## config.mk

```make
export PLATFORM = sky130hd
export DESIGN_NAME = ahb_gpio
export DESIGN_NICKNAME = d
export VERILOG_FILES = /design/src/hw/soc_bus_pkg.sv /design/src/hw/ahb_gpio.sv
export SDC_FILE = /design/constraint.sdc
export NUM_CORES = 1
export LEC_CHECK = 0
export BUFFER_PORTS_ARGS = -buffer_cell sky130_fd_sc_hd__buf_2
export CELL_PAD_IN_SITES_DETAIL_PLACEMENT = 1
export CELL_PAD_IN_SITES_GLOBAL_PLACEMENT = 2
export CORE_UTILIZATION = 32
export CTS_CLUSTER_SIZE = 24
export DETAILED_ROUTE_END_ITERATION = 7
export PLACE_DENSITY_LB_ADDON = 0.12
export SETUP_SLACK_MARGIN = 0.15
export SLEW_MARGIN = 15
export SYNTH_ARGS = -nofsm -noshare
export SYNTH_HDL_FRONTEND = slang
export SYNTH_SLANG_ARGS = --single-unit
```

## constraint.sdc

```tcl
create_clock -name clk -period 1.35 [get_ports clk]
set_clock_uncertainty 0.05 [all_clocks]
set_input_delay 0.0675 -clock clk [delete_from_list [all_inputs] [get_ports clk]]
set_output_delay 0.0675 -clock clk [all_outputs]
set_load 0.02 [all_outputs]
```

## src/hw/soc_bus_pkg.sv

```systemverilog
// AHB-Lite, 32-bit address and data, little-endian byte lanes, two slave regions only
`default_nettype none

package soc_bus_pkg;

    // ------------------------------
    // Bus widths
    // ------------------------------
    localparam int ADDR_W = 32;
    localparam int DATA_W = 32;
    localparam int STRB_W = DATA_W / 8;        // One strobe per byte lane

    typedef logic [ADDR_W-1:0] addr_t;
    typedef logic [DATA_W-1:0] data_t;
    typedef logic [STRB_W-1:0] strb_t;
    typedef logic [1:0]        htrans_t;
    typedef logic [2:0]        hsize_t;
    typedef logic [7:0]        region_t;       // Top address byte

    // Transfer types, SEQ (2'b11) also counts as a transfer
    localparam htrans_t HTRANS_IDLE   = 2'b00;
    localparam htrans_t HTRANS_NONSEQ = 2'b10;

    // Transfer sizes
    localparam hsize_t HSIZE_BYTE = 3'd0;
    localparam hsize_t HSIZE_HALF = 3'd1;
    localparam hsize_t HSIZE_WORD = 3'd2;

    // ------------------------------
    // Region map
    // ------------------------------
    localparam region_t REGION_RAM  = 8'h20;
    localparam region_t REGION_GPIO = 8'h40;

    // GPIO register word offsets
    localparam logic [3:0] GPIO_REG_OUT = 4'd0;
    localparam logic [3:0] GPIO_REG_OE  = 4'd1;
    localparam logic [3:0] GPIO_REG_IN  = 4'd2;

endpackage

`default_nettype wire

```

## src/hw/ahb_gpio.sv

```systemverilog
// GPIO_WIDTH 1..32, input pins are asynchronous and pass two sync flops before readback
`timescale 1ns/1ps
`default_nettype none

module ahb_gpio #(
    parameter int GPIO_WIDTH = 32
) (
    input  wire logic                       clk,
    input  wire logic                       RSTn,
    input  wire logic                       i_sel,
    input  wire logic                       i_wr_en,
    input  wire soc_bus_pkg::strb_t         i_strb,
    input  wire logic [3:0]                 i_reg_addr,
    input  wire soc_bus_pkg::data_t         i_wdata,
    input  wire logic [GPIO_WIDTH-1:0]      i_gpio_in,
    output soc_bus_pkg::data_t              o_rdata,
    output logic [GPIO_WIDTH-1:0]           o_gpio_out,
    output logic [GPIO_WIDTH-1:0]           o_gpio_oe
);

    import soc_bus_pkg::*;

    data_t                  lane_mask;      // Strobes widened to bits
    logic [GPIO_WIDTH-1:0]  wr_mask;
    logic [GPIO_WIDTH-1:0]  wr_bits;
    logic [GPIO_WIDTH-1:0]  in_meta;
    logic [GPIO_WIDTH-1:0]  in_sync;

    assign lane_mask = {{8{i_strb[3]}}, {8{i_strb[2]}}, {8{i_strb[1]}}, {8{i_strb[0]}}};
    assign wr_mask   = lane_mask[GPIO_WIDTH-1:0];
    assign wr_bits   = i_wdata[GPIO_WIDTH-1:0] & wr_mask;

    // ------------------------------
    // Output and enable registers
    // ------------------------------
    always_ff @(posedge clk or negedge RSTn)
    begin
        if (!RSTn)
        begin
            o_gpio_out <= '0;
            o_gpio_oe  <= '0;
        end
        else if (i_sel && i_wr_en)
        begin
            if (i_reg_addr == GPIO_REG_OUT)
                o_gpio_out <= (o_gpio_out & ~wr_mask) | wr_bits;
            if (i_reg_addr == GPIO_REG_OE)
                o_gpio_oe <= (o_gpio_oe & ~wr_mask) | wr_bits;
        end
    end

    // Two-flop input synchronizer
    always_ff @(posedge clk or negedge RSTn)
    begin
        if (!RSTn)
        begin
            in_meta <= '0;
            in_sync <= '0;
        end
        else
        begin
            in_meta <= i_gpio_in;
            in_sync <= in_meta;
        end
    end

    // ------------------------------
    // Read back, zero-extended
    // ------------------------------
    always_comb
    begin
        o_rdata = '0;
        case (i_reg_addr)
            GPIO_REG_OUT: o_rdata[GPIO_WIDTH-1:0] = o_gpio_out;
            GPIO_REG_OE:  o_rdata[GPIO_WIDTH-1:0] = o_gpio_oe;
            GPIO_REG_IN:  o_rdata[GPIO_WIDTH-1:0] = in_sync;
            default:      o_rdata = '0;     // Unused offsets
        endcase
    end

endmodule

`default_nettype wire

```

==> out/metrics.cfg <==
[grt]
grt_max_degree=39
antenna_found_initial=2
grt_pass1_vias=4007
overflow=0
grt_pass1_wl_um=22000
grtUsageTotal_pct=20.6

[place]
gp_routability_congestion=0.745
port_buffers=171
hpwl_um=8820
place_area_um2=5930

[routing]
wl_um=14600
wl_met3_um=811
met2WireLength_um=7600
top_layer_used=met5
drtAntennaViolNets=0
detail_route.wl_per_cell_um=18.8
via_per_inst=4.77
num_vias=3715
drc=0
drtPass1Iterations=6
first_iter_violations=300
wl_met1_um=5940

[setup_path]
rrSetupSlack_ns=0.19
crit_fanout=2
crit_arrival_ns=1.45
worst_setup_path_start_kind=flip-flop
timing.critical_path.buf_inv=2
crit_type=reg2out
crit_chain=a222oi_1, inv_1, buf_6
cp_slowest_cell=a222oi_1
crit_path_max_incr_delay_ns=0.41
endpoint_kind=primary output
crit_required_ns=1.23
crit_family=compound AO/OA/AOI/OAI gates
reg2reg_depth=4

[yosys]
ys_warn_count=0
ys_seq_area_share_pct=70.3
synth_nets=359
ys_ff_latch=128
ys_types=14
syn_inst=283
post_synth.cell_area_avg_um2=16.1
synth_area_um2=4550

[sta]
hold_violations=0
slew_headroom_pct=73.3
period_share_pct=116
rsz0062_at_grt=yes
setup_viol_count_final=32
clock.fmax_ghz=0.636
worstMarginPinSlew_ns=0.400
setup_slack_ns=-0.222
holdWs_ns=0.0649
fin_crit_ns=1.57
slew_viol_final=0

[power_and_ir_drop]
leakagePower_nw=4.11
ir_worst_vdd_v=0.000859
power_density_nw_per_um2=1360

[outcome]
violations=setup timing
outcome=finished, violations left

[floorplan]
initial_core_util_pct=32.8
die_area_um2=14700
std_cell_rows=43
fp.dieW_um=121
ioPinCount=172
core_area_um2=13900
die_h_um=121

[finish]
areaGrowthSynthToFinish_pct=72.6
num-fill-cells=1369
final_nets=664
antennaDiodeCount=0
final_cell_mix=dfrtp_1 (128), buf_2 (118), buf_6 (83)
final_area_um2=7860
final_common_cell=dfrtp_1
layout-drive-gt1-share_pct=56.1

[clocking]
clock_latency_ns=0.42
htreeDepth=4
cts_buffer_depth=2
cts.root.buffer_cell=clkbuf_16
cts_buffers=17
cts_tree=done
cts.clk_slew.worst_paths_ns=0.06
clock_sinks=128

[run]
cap_violations=0

[worst_hold_path]
hold_class=in2async

[worst register-to-register path, stage by stage (launching register included)]
cell and delay, ns:
dfrtp_1 0.39, buf_6 0.12, buf_6 0.11, buf_4 0.12
mux2_4 0.26
[synth_stat cells (all sizes together)]
master / n / area, um2
inv: 32 / 120
nand3: 5 / 50.1
nor4bb: 1 / 10.0
nor4: 1 / 6.26
nor2b: 1 / 6.26
and3: 3 / 18.8
dfrtp: 128 / 3200
nor4b: 2 / 30.0
mux2: 64 / 721
nor2: 1 / 3.75
a222oi: 32 / 320
clkbuf: 6 / 22.5
buf: 7 / 42.5
[routing by layer]
| layer | vias to the layer above | global-route usage [%] |
|---|---|---|
| met2 | 132 | 33.9 |
| li1 | 1646 | - |
| met3 | 22 | 5.78 |
| met4 | 4 | 9.72 |
| met1 | 1911 | 24.8 |
| met5 | - | 0 |
[logic make-up (layout without fill, tap and decap cells)]
kind of cell	Yosys count	in the layout	share of synthesized area, %
DFF	128	128	70.3
and+or+nand+nor	14	14	2.75
buffers and inverters	45	361	4.07
AOI/OAI and AO/OA	32	32	7.03
muxes	64	64	15.8
[power breakdown]
part	total, W	internal [W]	switching [W]
Clock	0.00417	0.00258	0.00159
Combinational	0.00210	0.00116	0.000946
Sequential	0.00442	0.00419	0.000230
[through the flow]
step / setup WS (ns) / std cells / power (W) / TNS [ns] / utilization (%)
2_1_floorplan: 0.0581 / 283 / 0.00517 / 0 / -
3_3_place_gp: -0.220 / 643 / 0.00583 / -15.25 / 42.7
3_5_place_dp: -0.208 / 643 / 0.00587 / -15.57 / 42.7
4_1_cts: -0.236 / 764 / 0.0105 / -5.31 / 54.3
5_1_grt: -0.317 / 779 / 0.0111 / -7.71 / 56.6
6_report: -0.222 / 779 / 0.0107 / -5.05 / 56.6
[final cells by class]
cell class | instances | area, um2 | share of cell area (%)
Timing Repair Buffer | 299 | 2470 | 31.5
Sequential cell | 128 | 3200 | 40.7
Tap cell | 180 | 225 | 2.86
Inverter | 32 | 120 | 1.53
Clock buffer | 23 | 468 | 5.95
Multi-Input combinational cell | 110 | 1310 | 16.7
Clock inverter | 7 | 62.6 | 0.796
[how the worst max path moves through the flow]
stage	from	slack [ns]	depth (start not counted)	endpoint
3_5_place_dp	i_reg_addr[2]	-0.21	5	flip-flop
4_1_cts	flip-flop	-0.24	3	o_rdata[28]
5_1_grt	flip-flop	-0.32	3	o_rdata[31]
6_report	flip-flop	-0.22	3	o_rdata[31]
3_3_place_gp	i_reg_addr[2]	-0.22	5	flip-flop
2_1_floorplan	i_reg_addr[2]	0.06	5	flip-flop
[what timing repair did]
action	CTS	global route
hold buffers	65	0
setup buffers	25	15
hold endpoints to repair	224	0
gates cloned	1	0
pin swaps	23	24
gates resized for setup	75	63
setup endpoints to repair	32	57
No activity file was read; power rests on OpenSTA's default activity.
