[src/hw/soc_bus_pkg.sv]
// AHB-Lite, 32-bit address and data, little-endian byte lanes, two slave regions only
`default_nettype none

package soc_bus_pkg;

    // ------------------------------
    // Bus widths
    // ------------------------------
    localparam int ADDR_W = 32;
    localparam int DATA_W = 32;
    localparam int STRB_W = DATA_W / 8;        // One strobe per byte lane

    typedef logic [ADDR_W-1:0] addr_t;
    typedef logic [DATA_W-1:0] data_t;
    typedef logic [STRB_W-1:0] strb_t;
    typedef logic [1:0]        htrans_t;
    typedef logic [2:0]        hsize_t;
    typedef logic [7:0]        region_t;       // Top address byte

    // Transfer types, SEQ (2'b11) also counts as a transfer
    localparam htrans_t HTRANS_IDLE   = 2'b00;
    localparam htrans_t HTRANS_NONSEQ = 2'b10;

    // Transfer sizes
    localparam hsize_t HSIZE_BYTE = 3'd0;
    localparam hsize_t HSIZE_HALF = 3'd1;
    localparam hsize_t HSIZE_WORD = 3'd2;

    // ------------------------------
    // Region map
    // ------------------------------
    localparam region_t REGION_RAM  = 8'h20;
    localparam region_t REGION_GPIO = 8'h40;

    // GPIO register word offsets
    localparam logic [3:0] GPIO_REG_OUT = 4'd0;
    localparam logic [3:0] GPIO_REG_OE  = 4'd1;
    localparam logic [3:0] GPIO_REG_IN  = 4'd2;

endpackage

`default_nettype wire

[src/hw/ahb_addr_decode.sv]
// Needs RAM_ADDR_BITS >= 4 since GPIO takes its offset from the low word-address bits
`timescale 1ns/1ps
`default_nettype none

module ahb_addr_decode #(
    parameter int RAM_ADDR_BITS = 10
) (
    input  wire logic                       clk,
    input  wire logic                       RSTn,
    input  wire soc_bus_pkg::addr_t         i_haddr,
    input  wire soc_bus_pkg::htrans_t       i_htrans,
    input  wire logic                       i_hwrite,
    input  wire soc_bus_pkg::hsize_t        i_hsize,
    input  wire logic                       i_hready,
    output logic                            o_ram_sel,
    output logic                            o_gpio_sel,
    output logic                            o_err_sel,
    output logic                            o_wr_en,
    output soc_bus_pkg::strb_t              o_strb,
    output logic [RAM_ADDR_BITS-1:0]        o_word_addr,
    output logic                            o_ram_rd_en,
    output logic [RAM_ADDR_BITS-1:0]        o_ram_rd_addr
);

    import soc_bus_pkg::*;

    region_t                  region;
    logic                     accept;     // Address phase taken this edge
    logic                     ram_hit;
    logic                     gpio_hit;
    strb_t                    strb;
    logic [RAM_ADDR_BITS-1:0] word_addr;

    // ------------------------------
    // Address phase decode
    // ------------------------------
    assign region    = i_haddr[31:24];
    assign accept    = i_hready && i_htrans[1];   // NONSEQ or SEQ
    assign ram_hit   = (region == REGION_RAM);
    assign gpio_hit  = (region == REGION_GPIO);
    assign word_addr = i_haddr[RAM_ADDR_BITS+1:2];  // RAM aliases modulo depth

    // Byte lanes from size and low address bits
    always_comb
    begin
        case (i_hsize)
            HSIZE_BYTE: strb = strb_t'(4'b0001 << i_haddr[1:0]);
            HSIZE_HALF: strb = i_haddr[1] ? 4'b1100 : 4'b0011;
            HSIZE_WORD: strb = 4'b1111;
            default:    strb = 4'b1111;
        endcase
    end

    // RAM read starts here so its data lands in the data phase
    assign o_ram_rd_en   = accept && ram_hit && !i_hwrite;
    assign o_ram_rd_addr = word_addr;

    // ------------------------------
    // Data phase controls
    // ------------------------------
    always_ff @(posedge clk or negedge RSTn)
    begin
        if (!RSTn)
        begin
            o_ram_sel  <= 1'b0;
            o_gpio_sel <= 1'b0;
            o_err_sel  <= 1'b0;
            o_wr_en    <= 1'b0;
        end
        else if (accept)
        begin
            o_ram_sel  <= ram_hit;
            o_gpio_sel <= gpio_hit;
            o_err_sel  <= !ram_hit && !gpio_hit;   // Unmapped
            o_wr_en    <= i_hwrite;
        end
        else
        begin
            // Also drops the error select after its first cycle
            o_ram_sel  <= 1'b0;
            o_gpio_sel <= 1'b0;
            o_err_sel  <= 1'b0;
            o_wr_en    <= 1'b0;
        end
    end

    always_ff @(posedge clk)
    begin
        if (accept)
        begin
            o_strb      <= strb;
            o_word_addr <= word_addr;
        end
    end

endmodule

`default_nettype wire

[config.mk]
export PLATFORM = sky130hd
export DESIGN_NAME = ahb_addr_decode
export DESIGN_NICKNAME = d
export VERILOG_FILES = /design/src/hw/soc_bus_pkg.sv /design/src/hw/ahb_addr_decode.sv
export SDC_FILE = /design/constraint.sdc
export NUM_CORES = 1
export LEC_CHECK = 0
export BUFFER_PORTS_ARGS = -buffer_cell sky130_fd_sc_hd__buf_2
export CORE_MARGIN = 2
export CORE_UTILIZATION = 37
export DETAILED_ROUTE_END_ITERATION = 12
export GPL_ROUTABILITY_DRIVEN = 0
export GPL_TIMING_DRIVEN = 1
export PLACE_DENSITY = 0.82
export SLEW_MARGIN = 20
export SYNTH_ARGS = -nofsm -noshare
export SYNTH_HDL_FRONTEND = slang
export SYNTH_SLANG_ARGS = --single-unit
[constraint.sdc]
create_clock -name clk -period 2.2 [get_ports clk]
set_clock_uncertainty 0.2 [all_clocks]
set_input_delay 0.33 -clock clk [delete_from_list [all_inputs] [get_ports clk]]
set_output_delay 0.33 -clock clk [all_outputs]
set_load 0.01 [all_outputs]
==> impl_metrics.py <==
metrics = {
    "synth": {
        "ys.flop_type": "edfxtp_1",
        "synth-compound-area-share_pct": 4.371,
        "synthDominantCellAreaShare_pct": 58.74,
        "ys_seq_elements": 18,
        "netlist-cell-type-count": 16,
        "synth-simple-area-share_pct": 10.14,
        "synthTopCellsByArea": "edfxtp_1 59%, dfrtp_1 14%, buf_4 10%",
        "ys_seq_area_share_pct": 72.73,
        "async_reset_ff_share_pct": 22.22,
        "syn_inst": 47,
        "synth_fa_ha_area_share_pct": 0,
        "yosys_warnings": 0,
        "synth_nets": 88,
        "synth-edff-count": 14,
        "synth-xor-area-share_pct": 1.224,
        "synth_top_area_cell": "edfxtp_1",
        "muxShareOfSynthArea_pct": 0,
        "syn_area_um2": 715.7,
        "syn_avg_cell_area_um2": 15.23,
        "synth_top_family_by_area": "buffers and inverters",
    },
    "layout": {
        "multiInputGateArea_um2": 112.6,
        "nets": 140,
        "insertedDiodeCount": 0,
        "final_cell_mix": "56 x buf_2, 14 x edfxtp_1, 4 x o21ai_0, 4 x dfrtp_1, 3 x clkbuf_4",
        "final_common_cell": "buf_2",
        "post-route-util_pct": 56.03,
        "seq_area_um2": 520.5,
        "fillCellCount": 165,
        "syn2layout_area_growth_pct": 38.11,
        "layout-drive-gt1-share_pct": 61.22,
    },
    "grt": {
        "grt_antenna_before_repair": 0,
        "overflow": 0,
        "grt_pass1_wl_um": 1745,
        "grt_max_degree": 16,
        "track_usage_pct": 11.55,
        "grt_pass1_vias": 487,
    },
    "cts": {
        "cts_tree": "yes",
        "cts_sinks": 18,
        "clk_pin_slew_ns": 0.09,
        "cts_buffer_depth": 2,
        "cts_setup_buffers": 0,
        "htree_num_levels": 1,
        "cts-root-buf": "clkbuf_4",
        "cts_buffers": 3,
    },
    "die": {
        "coreArea_um2": 1764,
        "die_w_um": 47.98,
        "rows": 15,
        "die_h_um": 47.98,
        "die_area_um2": 2302,
        "initial_core_util_pct": 40.57,
        "io_pins": 70,
    },
    "place": {
        "io_buffers": 56,
        "place_hpwl_um": 1153,
    },
    "route": {
        "wl_per_cell_um": 10.95,
        "via_count": 547,
        "routed_via_density": 4.447,
        "routed_wl_um": 1347,
        "ant_nets": 0,
        "first_pass_iters": 2,
        "drc_errors": 0,
        "drt_iter0_drc": 3,
    },
    "timing": {
        "fmax_mhz": 505.5,
        "min_period_over_period_pct": 89.92,
        "hold_viol": 0,
        "slew_headroom_pct": 59.24,
        "tightest_slew_ns": 0.6115,
        "setup_tns_ns": 0,
        "finalSetupViolCount": 0,
        "min_period_ns": 1.978,
        "drv_slew": 0,
        "grt_setup_unrepaired": "false",
    },
    "power": {
        "power_density_nw_per_um2": 642.3,
        "power_leakage_nw": 0.4767,
        "peakVddDrop_uv": 251.2,
    },
    "min_path": {
        "hold_path_class": "in -> reg",
        "min_from": "i_haddr[6]",
    },
    "setup_path": {
        "crit_start": "i_haddr[25]",
        "crit_arrival_ns": 1.45,
        "worstPathMaxFanout": 4,
        "required_ns": 1.67,
        "worstSetupEndpointType": "output pin",
        "crit_type": "in -> out",
        "start_kind": "input port",
        "endpoint": "o_ram_rd_en",
    },
    "job": {
        "cap_violations": 0,
    },
    "outcome": {
        "status": "completed",
    },
}
what timing repair did:
action,4_1_cts,5_1_grt
resized for setup,0,0
hold buffers,1,0
hold endpoints to repair,4,0
state kept, by name, summed over array words and instances (netlist names):
name / count
o_ram_sel: 1
o_word_addr: 10
o_gpio_sel: 1
o_strb: 4
o_err_sel: 1
o_wr_en: 1
Yosys cell counts, types with 2 or more instances:
master	n
nor4_1	2
inv_1	2
dfrtp_1	4
edfxtp_1	14
buf_4	10
o21ai_0	4
nor2_1	2
area by class of cell:
class	instances	area share (%)
Sequential cell	18	52.66
Timing Repair Buffer	57	29.37
Multi-Input combinational cell	17	11.39
Tap cell	25	3.165
Clock buffer	4	2.658
Inverter	2	0.7595
worst max-delay path, stage by stage:
cell and delay (ns):
buf_2 0.10, or4_4 0.54, nor4_1 0.30, buf_2 0.18
report_power, final:
| part | total (W) | leakage, nW | internal [W] | switching, W |
|---|---|---|---|---|
| sequential | 0.000391 | 0.190 | 0.000388 | 0.00000339 |
| clock | 0.000154 | 0.0150 | 0.0000702 | 0.0000836 |
| combinational | 0.0000897 | 0.272 | 0.0000429 | 0.0000468 |
metal layers:
| layer | up-vias | part of all wire, % | track usage [%] |
|---|---|---|---|
| met4 | 0 | 1.4 | 11.35 |
| met1 | 233 | 36 | 9.615 |
| met2 | 48 | 45 | 21.33 |
| met3 | 2 | 17 | 2.642 |
| li1 | 264 | - | - |
| met5 | - | 0 | 0 |
kinds of logic after synthesis:
group           count (synthesis)
flops                          18
buf+inv                        12
simple gates                   11
compound gates                  5
xor+xnor                        1
worst min-delay path by stage:
| stage | to | slack, ns | cells past startpoint |
|---|---|---|---|
| final | o_word_addr[4] | 0.03 | 1 |
| after floorplan | o_err_sel | -0.17 | 0 |
| after global placement | o_gpio_sel | -0.07 | 1 |
| after global routing | o_word_addr[1] | 0.01 | 1 |
| after detailed placement | o_gpio_sel | -0.07 | 1 |
| after CTS | o_word_addr[4] | 0.02 | 1 |
metrics by stage:
| step | hold slack, ns | power (W) | instances | worst slack [ns] | cell area, µm² |
|---|---|---|---|---|---|
| final | 0.03135 | 0.0006349 | 123 | 0.2218 | 988.4 |
| after global routing | 0.01441 | 0.0006670 | 123 | 0.1491 | 988.4 |
| after CTS | 0.01905 | 0.0006475 | 123 | 0.1956 | 988.4 |
| after detailed placement | -0.06661 | 0.0004889 | 118 | 0.1975 | 952.2 |
| after global placement | -0.06645 | 0.0004863 | 118 | 0.2850 | 952.2 |
| after floorplan | -0.1656 | 0.0004442 | 47 | 0.3485 | 715.7 |
Power figures use the tool's default switching activity.
