`config.mk`:
```
export PLATFORM = sky130hd
export DESIGN_NAME = ahb_resp_mux
export DESIGN_NICKNAME = d
export VERILOG_FILES = /design/src/hw/soc_bus_pkg.sv /design/src/hw/ahb_resp_mux.sv
export SDC_FILE = /design/constraint.sdc
export NUM_CORES = 1
export LEC_CHECK = 0
export ABC_CLOCK_PERIOD_IN_PS = 900
export CAP_MARGIN = 10
export CORE_AREA = 2 2 40 42
export DETAILED_ROUTE_END_ITERATION = 6
export DIE_AREA = 0 0 42 44
export DONT_BUFFER_PORTS = 1
export PLACE_DENSITY = 0.44
export SYNTH_ARGS = -nofsm -noshare
export SYNTH_HDL_FRONTEND = slang
export SYNTH_SLANG_ARGS = --single-unit
```
`constraint.sdc`:
```
create_clock -name clk -period 0.9 [get_ports clk]
set_clock_uncertainty 0.15 [all_clocks]
set_input_delay 0.045 -clock clk [delete_from_list [all_inputs] [get_ports clk]]
set_output_delay 0.045 -clock clk [all_outputs]
set_load 0.01 [all_outputs]
```
`src/hw/soc_bus_pkg.sv`:
```
// AHB-Lite, 32-bit address and data, little-endian byte lanes, two slave regions only
`default_nettype none

package soc_bus_pkg;

    // ------------------------------
    // Bus widths
    // ------------------------------
    localparam int ADDR_W = 32;
    localparam int DATA_W = 32;
    localparam int STRB_W = DATA_W / 8;        // One strobe per byte lane

    typedef logic [ADDR_W-1:0] addr_t;
    typedef logic [DATA_W-1:0] data_t;
    typedef logic [STRB_W-1:0] strb_t;
    typedef logic [1:0]        htrans_t;
    typedef logic [2:0]        hsize_t;
    typedef logic [7:0]        region_t;       // Top address byte

    // Transfer types, SEQ (2'b11) also counts as a transfer
    localparam htrans_t HTRANS_IDLE   = 2'b00;
    localparam htrans_t HTRANS_NONSEQ = 2'b10;

    // Transfer sizes
    localparam hsize_t HSIZE_BYTE = 3'd0;
    localparam hsize_t HSIZE_HALF = 3'd1;
    localparam hsize_t HSIZE_WORD = 3'd2;

    // ------------------------------
    // Region map
    // ------------------------------
    localparam region_t REGION_RAM  = 8'h20;
    localparam region_t REGION_GPIO = 8'h40;

    // GPIO register word offsets
    localparam logic [3:0] GPIO_REG_OUT = 4'd0;
    localparam logic [3:0] GPIO_REG_OE  = 4'd1;
    localparam logic [3:0] GPIO_REG_IN  = 4'd2;

endpackage

`default_nettype wire

```
`src/hw/ahb_resp_mux.sv`:
```
// Zero wait states for mapped slaves, two-cycle ERROR for unmapped addresses
`timescale 1ns/1ps
`default_nettype none

module ahb_resp_mux (
    input  wire logic                   clk,
    input  wire logic                   RSTn,
    input  wire logic                   i_ram_sel,
    input  wire logic                   i_gpio_sel,
    input  wire logic                   i_err_sel,
    input  wire soc_bus_pkg::data_t     i_ram_rdata,
    input  wire soc_bus_pkg::data_t     i_gpio_rdata,
    output soc_bus_pkg::data_t          o_hrdata,
    output logic                        o_hready,
    output logic                        o_hresp
);

    typedef enum logic {
        RESP_OK,        // Normal, or first error cycle
        RESP_ERR2       // Second error cycle
    } resp_state_t;

    resp_state_t state;
    resp_state_t state_next;

    // ------------------------------
    // Read data select
    // ------------------------------
    always_comb
    begin
        if (i_ram_sel)
            o_hrdata = i_ram_rdata;
        else if (i_gpio_sel)
            o_hrdata = i_gpio_rdata;
        else
            o_hrdata = '0;
    end

    // ------------------------------
    // Error response FSM
    // ------------------------------
    always_comb
    begin
        state_next = state;
        case (state)
            RESP_OK:   if (i_err_sel) state_next = RESP_ERR2;
            RESP_ERR2: state_next = RESP_OK;
            default:   state_next = RESP_OK;
        endcase
    end

    always_ff @(posedge clk or negedge RSTn)
    begin
        if (!RSTn)
            state <= RESP_OK;
        else
            state <= state_next;
    end

    // First cycle stalls, second completes, both flag ERROR
    assign o_hready = !((state == RESP_OK) && i_err_sel);
    assign o_hresp  = ((state == RESP_OK) && i_err_sel) || (state == RESP_ERR2);

endmodule

`default_nettype wire

```
==> impl_metrics.ini, run 1 <==
[run_status]
status = finished, final reports clean

[critical_path]
r2r_cells = 2
timing.rr.start = state
end_kind = primary output
cp_top_family = flip-flops
cpPeakStageDelay_ps = 350
crit_buf_inv = 0
cp-start-kind = register
path_class = register to primary output
crit_chain = or2_2
rr_endpoint = state
ff2ff_setup_slack_ps = 70
worstPathRequired_ps = 700
crit_cells = 1
cp_slowest_cell = dfrtp_1
cp_max_fo = 2
crit_arrival_ps = 670

[routing]
postRouteAntennaNets = 0
routed_via_density = 7.52
first_pass_iters = 4
wl_per_cell_um = 19.8
vias = 436
drcViolationCount = 0
routed_wirelength_mm = 1.15
detail_route.iter0.violations = 4

[finish]
reg.largest.list = state: 1 flops
drive_gt1_share_pct = 9.52
final_nets = 113
largest_register_ffs = 1
fin_area_um2 = 409
final.fill_count = 160
antenna_cells = 0
areaGrowthSynthToFinish_pct = 2.51
top_register = state

[grt]
grt_pass1_vias = 279
grt_util_all_layers_pct = 8.24
grt_antenna_before_repair = 0
overflow = 0
grt_max_degree = 35
grt_pass1_wl_mm = 1.26

[die]
dieHeight_um = 44
ioPinCount = 103
coreArea_um2 = 1420
die-width_um = 42
initial_core_util_pct = 28.1
rows = 14
die_area_um2 = 1850

[sta]
min_period_ps = 868
setup_viol = 0
rsz0062_at_grt = no
min_period_over_period_pct = 96.4
setup_ws_ps = 32.0
maxSlewViolCount = 0
worstMarginPinSlew_ps = 236
fmax_ghz = 1.15
relSlewSlack_pct = 84.1
tns_ps = 0
hold_viol = 0

[logic_synthesis]
synth_cell_type_count = 10
synth.top_cell.area_share_pct = 68.0
yosys_register_bits = 1
synth_nets = 115
synth_area_um2 = 399
synth_cells = 46
ys_seq_area_share_pct = 6.27
synth_area_leader_cell = a22o_1
yosys_warnings = 0
synth.top_cells.by_area = a22o_1 (68%), buf_6 (11%), dfrtp_1 (6.3%)
syn_area_per_cell_um2 = 8.68

[hold_path]
hp-class = input pin to primary output
min-delay-start = i_err_sel
hold_path_depth = 1
min_to = o_hready

[job]
maxCapViolCount = 0

[power]
ir_drop_v = 0.000382
power.total_mw = 0.284
leakage_nw = 0.173
power_density_nw_per_um2 = 693

[place]
pre_cts_ws_ps = 33.8
detailed_place.area_um2 = 399
dp_hpwl_um = 927
port_buffers = 0
place.gp.congestion = 0.551

[clocking]
clk_pin_slew_ps = 0
clk_latency_ps = 0
cts_resized = 0
cts_setup_buffers = 0
[worst max path at each step]
| stage | start | end | slack, ps |
|---|---|---|---|
| global placement | state | o_hresp | 40 |
| global route | state | o_hresp | 10 |
| floorplan | state | o_hresp | 50 |
| detailed placement | state | o_hresp | 30 |
| CTS | state | o_hresp | 30 |
| finish | state | o_hresp | 30 |
[stage by stage]
step                std cells  hold WS, ps  util [%]
global route               58         41.7      28.8
finish                     58         32.2      28.8
global placement           57         -401      28.1
detailed placement         57         -401      28.1
floorplan                  46         -401         -
CTS                        58         35.0      28.8
[per-layer routing]
| layer | global-route usage, % | routed length (um) |
|---|---|---|
| met1 | 10.4 | 351 |
| met2 | 15.9 | 595 |
| met3 | 0.833 | 199 |
| met4 | 0 | 0 |
| met5 | 0 | 0 |
[synth_stat cells]
cell type,instances
a22o_1,31
buf_6,4
buf_2,3
nand2_1,2
dfrtp_1,1
inv_1,1
nand2b_1,1
nor2b_4,1
o21ai_1,1
or2_2,1
[power breakdown]
part / switching (mW) / total, mW / internal [mW]
clock: 0 / 0 / 0
sequential: 0.00117 / 0.0500 / 0.0488
combinational: 0.122 / 0.234 / 0.112
total: 0.123 / 0.284 / 0.161
[placed cells by master, fill, tap and decap left out]
cell / instances
inv_1: 1
o21ai_1: 1
nand2_1: 2
dlygate4sd3_1: 1
nand2b_1: 1
a22o_1: 31
dfrtp_1: 1
nor2b_4: 1
buf_12: 2
or2_2: 1
[final cells by class]
type | count | area, um2 | area share, %
flip-flops and latches | 1 | 25.0 | 6.12
multi-input cells | 37 | 310 | 75.8
well taps | 16 | 20.0 | 4.89
repair buffers | 3 | 50.0 | 12.2
inverters | 1 | 3.75 | 0.917
[timing repair]
| action | 4_1_cts | 5_1_grt |
|---|---|---|
| endpoints found under the setup margin | 0 | 0 |
| hold endpoints to repair | 1 | 0 |
| hold buffers | 1 | 0 |
[cell families after synthesis]
group | count (synthesis) | share of synthesized area, %
AO/OA/AOI/OAI | 32 | 69.3
AND/OR/NAND/NOR | 5 | 8.47
buffers and inverters | 8 | 16.0
flip-flops | 1 | 6.27
Note: power is estimated with default switching activity, not from simulation.
==> run 2, diff against run 1 <==
- ABC_AREA: default -> 1
- CORE_AREA: 2 2 40 42 -> 2 2 51 44
- DIE_AREA: 0 0 42 44 -> 0 0 53 46
==> run 2 against run 1 <==
  * Core utilization down 2.4 points
  * Largest power group unchanged
  * Register-to-register slack better by 120 ps
  * Fmax up 14%
  * Final cell count up 130%
  * Sequential power about the same
==> impl_metrics.ini, run 2 <==
[finish]
reg.largest.list = state: 1 flops
final.fill_count = 226
top_register = state
mostFrequentLayoutCell = nand2_1
areaGrowthSynthToFinish_pct = -4.58
antenna_cells = 0
final_cell_mix = nand2_1 (65), nand3_1 (31), inv_1 (3)
drive_gt1_share_pct = 3.77
largest_register_ffs = 1
final_nets = 177
fin_area_um2 = 522

[logic_synthesis]
synth_cell_type_count = 9
syn_area_per_cell_um2 = 4.84
synth_nets = 182
synth_area_leader_cell = nand2_1
yosysMostFrequentCell = nand2_1
synth_cells = 113
synth-async-reset-ratio_pct = 100
synth.top_cell.area_share_pct = 44.6
synth-edff-count = 0
synth_ff_type = dfrtp_1
yosys_register_bits = 1
ys_seq_area_share_pct = 4.58
synth.top_cells.by_area = nand2_1 (45%), nand3_1 (28%), buf_6 (14%)
synth_common_cells = nand2_1 (65), nand3_1 (31), buf_6 (7)
yosys_warnings = 0
synth_area_um2 = 547

[clocking]
hold_buffers = 1
clk_pin_slew_ps = 0
clk_latency_ps = 0
cts_resized = 0
cts_setup_buffers = 0

[hold_path]
hp-class = input pin to register

[routing]
wl_per_cell_um = 11.5
routed_wirelength_mm = 1.50
detail_route.iter0.violations = 13
vias = 686
postRouteAntennaNets = 0
first_pass_iters = 4
routed_via_density = 5.24
drcViolationCount = 0

[grt]
grt_pass1_vias = 400
grt_util_all_layers_pct = 9.00
grt_antenna_before_repair = 0
grt_pass1_wl_mm = 1.72
grt_max_degree = 34
overflow = 0

[place]
dp_hpwl_mm = 1.12
detailed_place.area_um2 = 512
place.gp.congestion = 0.697
port_buffers = 0
pre_cts_ws_ps = 135

[die]
rows = 15
die-width_um = 53
ioPinCount = 103
initial_core_util_pct = 27.7
coreArea_um2 = 1970
dieHeight_um = 46
die_area_um2 = 2440

[sta]
rsz0062_at_grt = no
setup_ws_ps = 138
relSlewSlack_pct = 91.4
hold_viol = 0
fmax_ghz = 1.31
min_period_over_period_pct = 84.7
tns_ps = 0
setup_viol = 0
min_period_ps = 762
worstMarginPinSlew_ps = 128
maxSlewViolCount = 0

[power]
ir_drop_v = 0.000265
power_density_nw_per_um2 = 530
leakage_nw = 0.323
power.total_mw = 0.277

[critical_path]
crit_arrival_ps = 570
worstPathRequired_ps = 700
cp_slowest_cell = dfrtp_1
path_class = register to primary output
cpPeakStageDelay_ps = 350
cp_max_fo = 2
end_kind = primary output
crit_chain = nor2_1, inv_1
cp-start-kind = register

[run_status]
status = finished, final reports clean

[job]
maxCapViolCount = 0
[run 2: cell count changes after synthesis, sizes merged]
cell,previous run,this run
o21ai,1,0
or2,1,0
inv,1,4
nand2b,1,0
nor2b,1,0
a22o,31,0
nand2,2,65
nand3,0,32
nor2,0,1
buf,7,10
[run 2: path summary, 6_finish.rpt]
path / from / to / slack (ps) / depth (start not counted)
setup / recovery: state / o_hready / 140 / 2
hold / removal: i_err_sel / state / 40 / 2
setup reg to reg: state / state / 190 / 1
hold reg to reg: state / state / 280 / 1
max in group asynchronous: RSTn / state / 390 / 1
min in group asynchronous: RSTn / state / 110 / 1
[run 2: power by group]
| group | internal [mW] | switching [mW] | leakage (nW) |
|---|---|---|---|
| clock | 0 | 0 | 0 |
| sequential | 0.0488 | 0.00145 | 0.0125 |
| combinational | 0.0752 | 0.151 | 0.311 |
| total | 0.124 | 0.153 | 0.323 |
[run 2: area by class of cell]
cell class	instances	area (um2)	area share, %
repair buffers	3	37.5	7.19
well taps	25	31.3	6.00
inverters	4	15.0	2.88
multi-input cells	98	413	79.1
flip-flops and latches	1	25.0	4.80
[run 2: logic make-up after synthesis]
group | Yosys count | synth area share, %
AND/OR/NAND/NOR | 98 | 75.5
flip-flops | 1 | 4.58
buffers and inverters | 14 | 19.9
[run 2: worst max-delay path: cells and delay by family, from the launching register on]
| kind | cells | cell delay, ps |
|---|---|---|
| buffers and inverters | 1 | 90 |
| DFF | 1 | 350 |
| and+or+nand+nor | 1 | 130 |
[run 2: per-stage QoR]
step / hold slack, ps / cells / utilization [%]
6_report: 41.5 / 131 / 26.5
5_1_grt: 52.9 / 131 / 26.5
4_1_cts: 42.7 / 131 / 26.5
3_5_place_dp: -401 / 130 / 26.0
3_3_place_gp: -401 / 130 / 26.0
2_1_floorplan: -401 / 113 / -
[run 2: per-layer routing]
layer	part of all wire [%]	global-route usage (%)	vias up
met4	0	0	0
li1	-	-	344
met2	50	20.8	57
met5	0	0	-
met3	12	0	0
met1	38	9.34	285
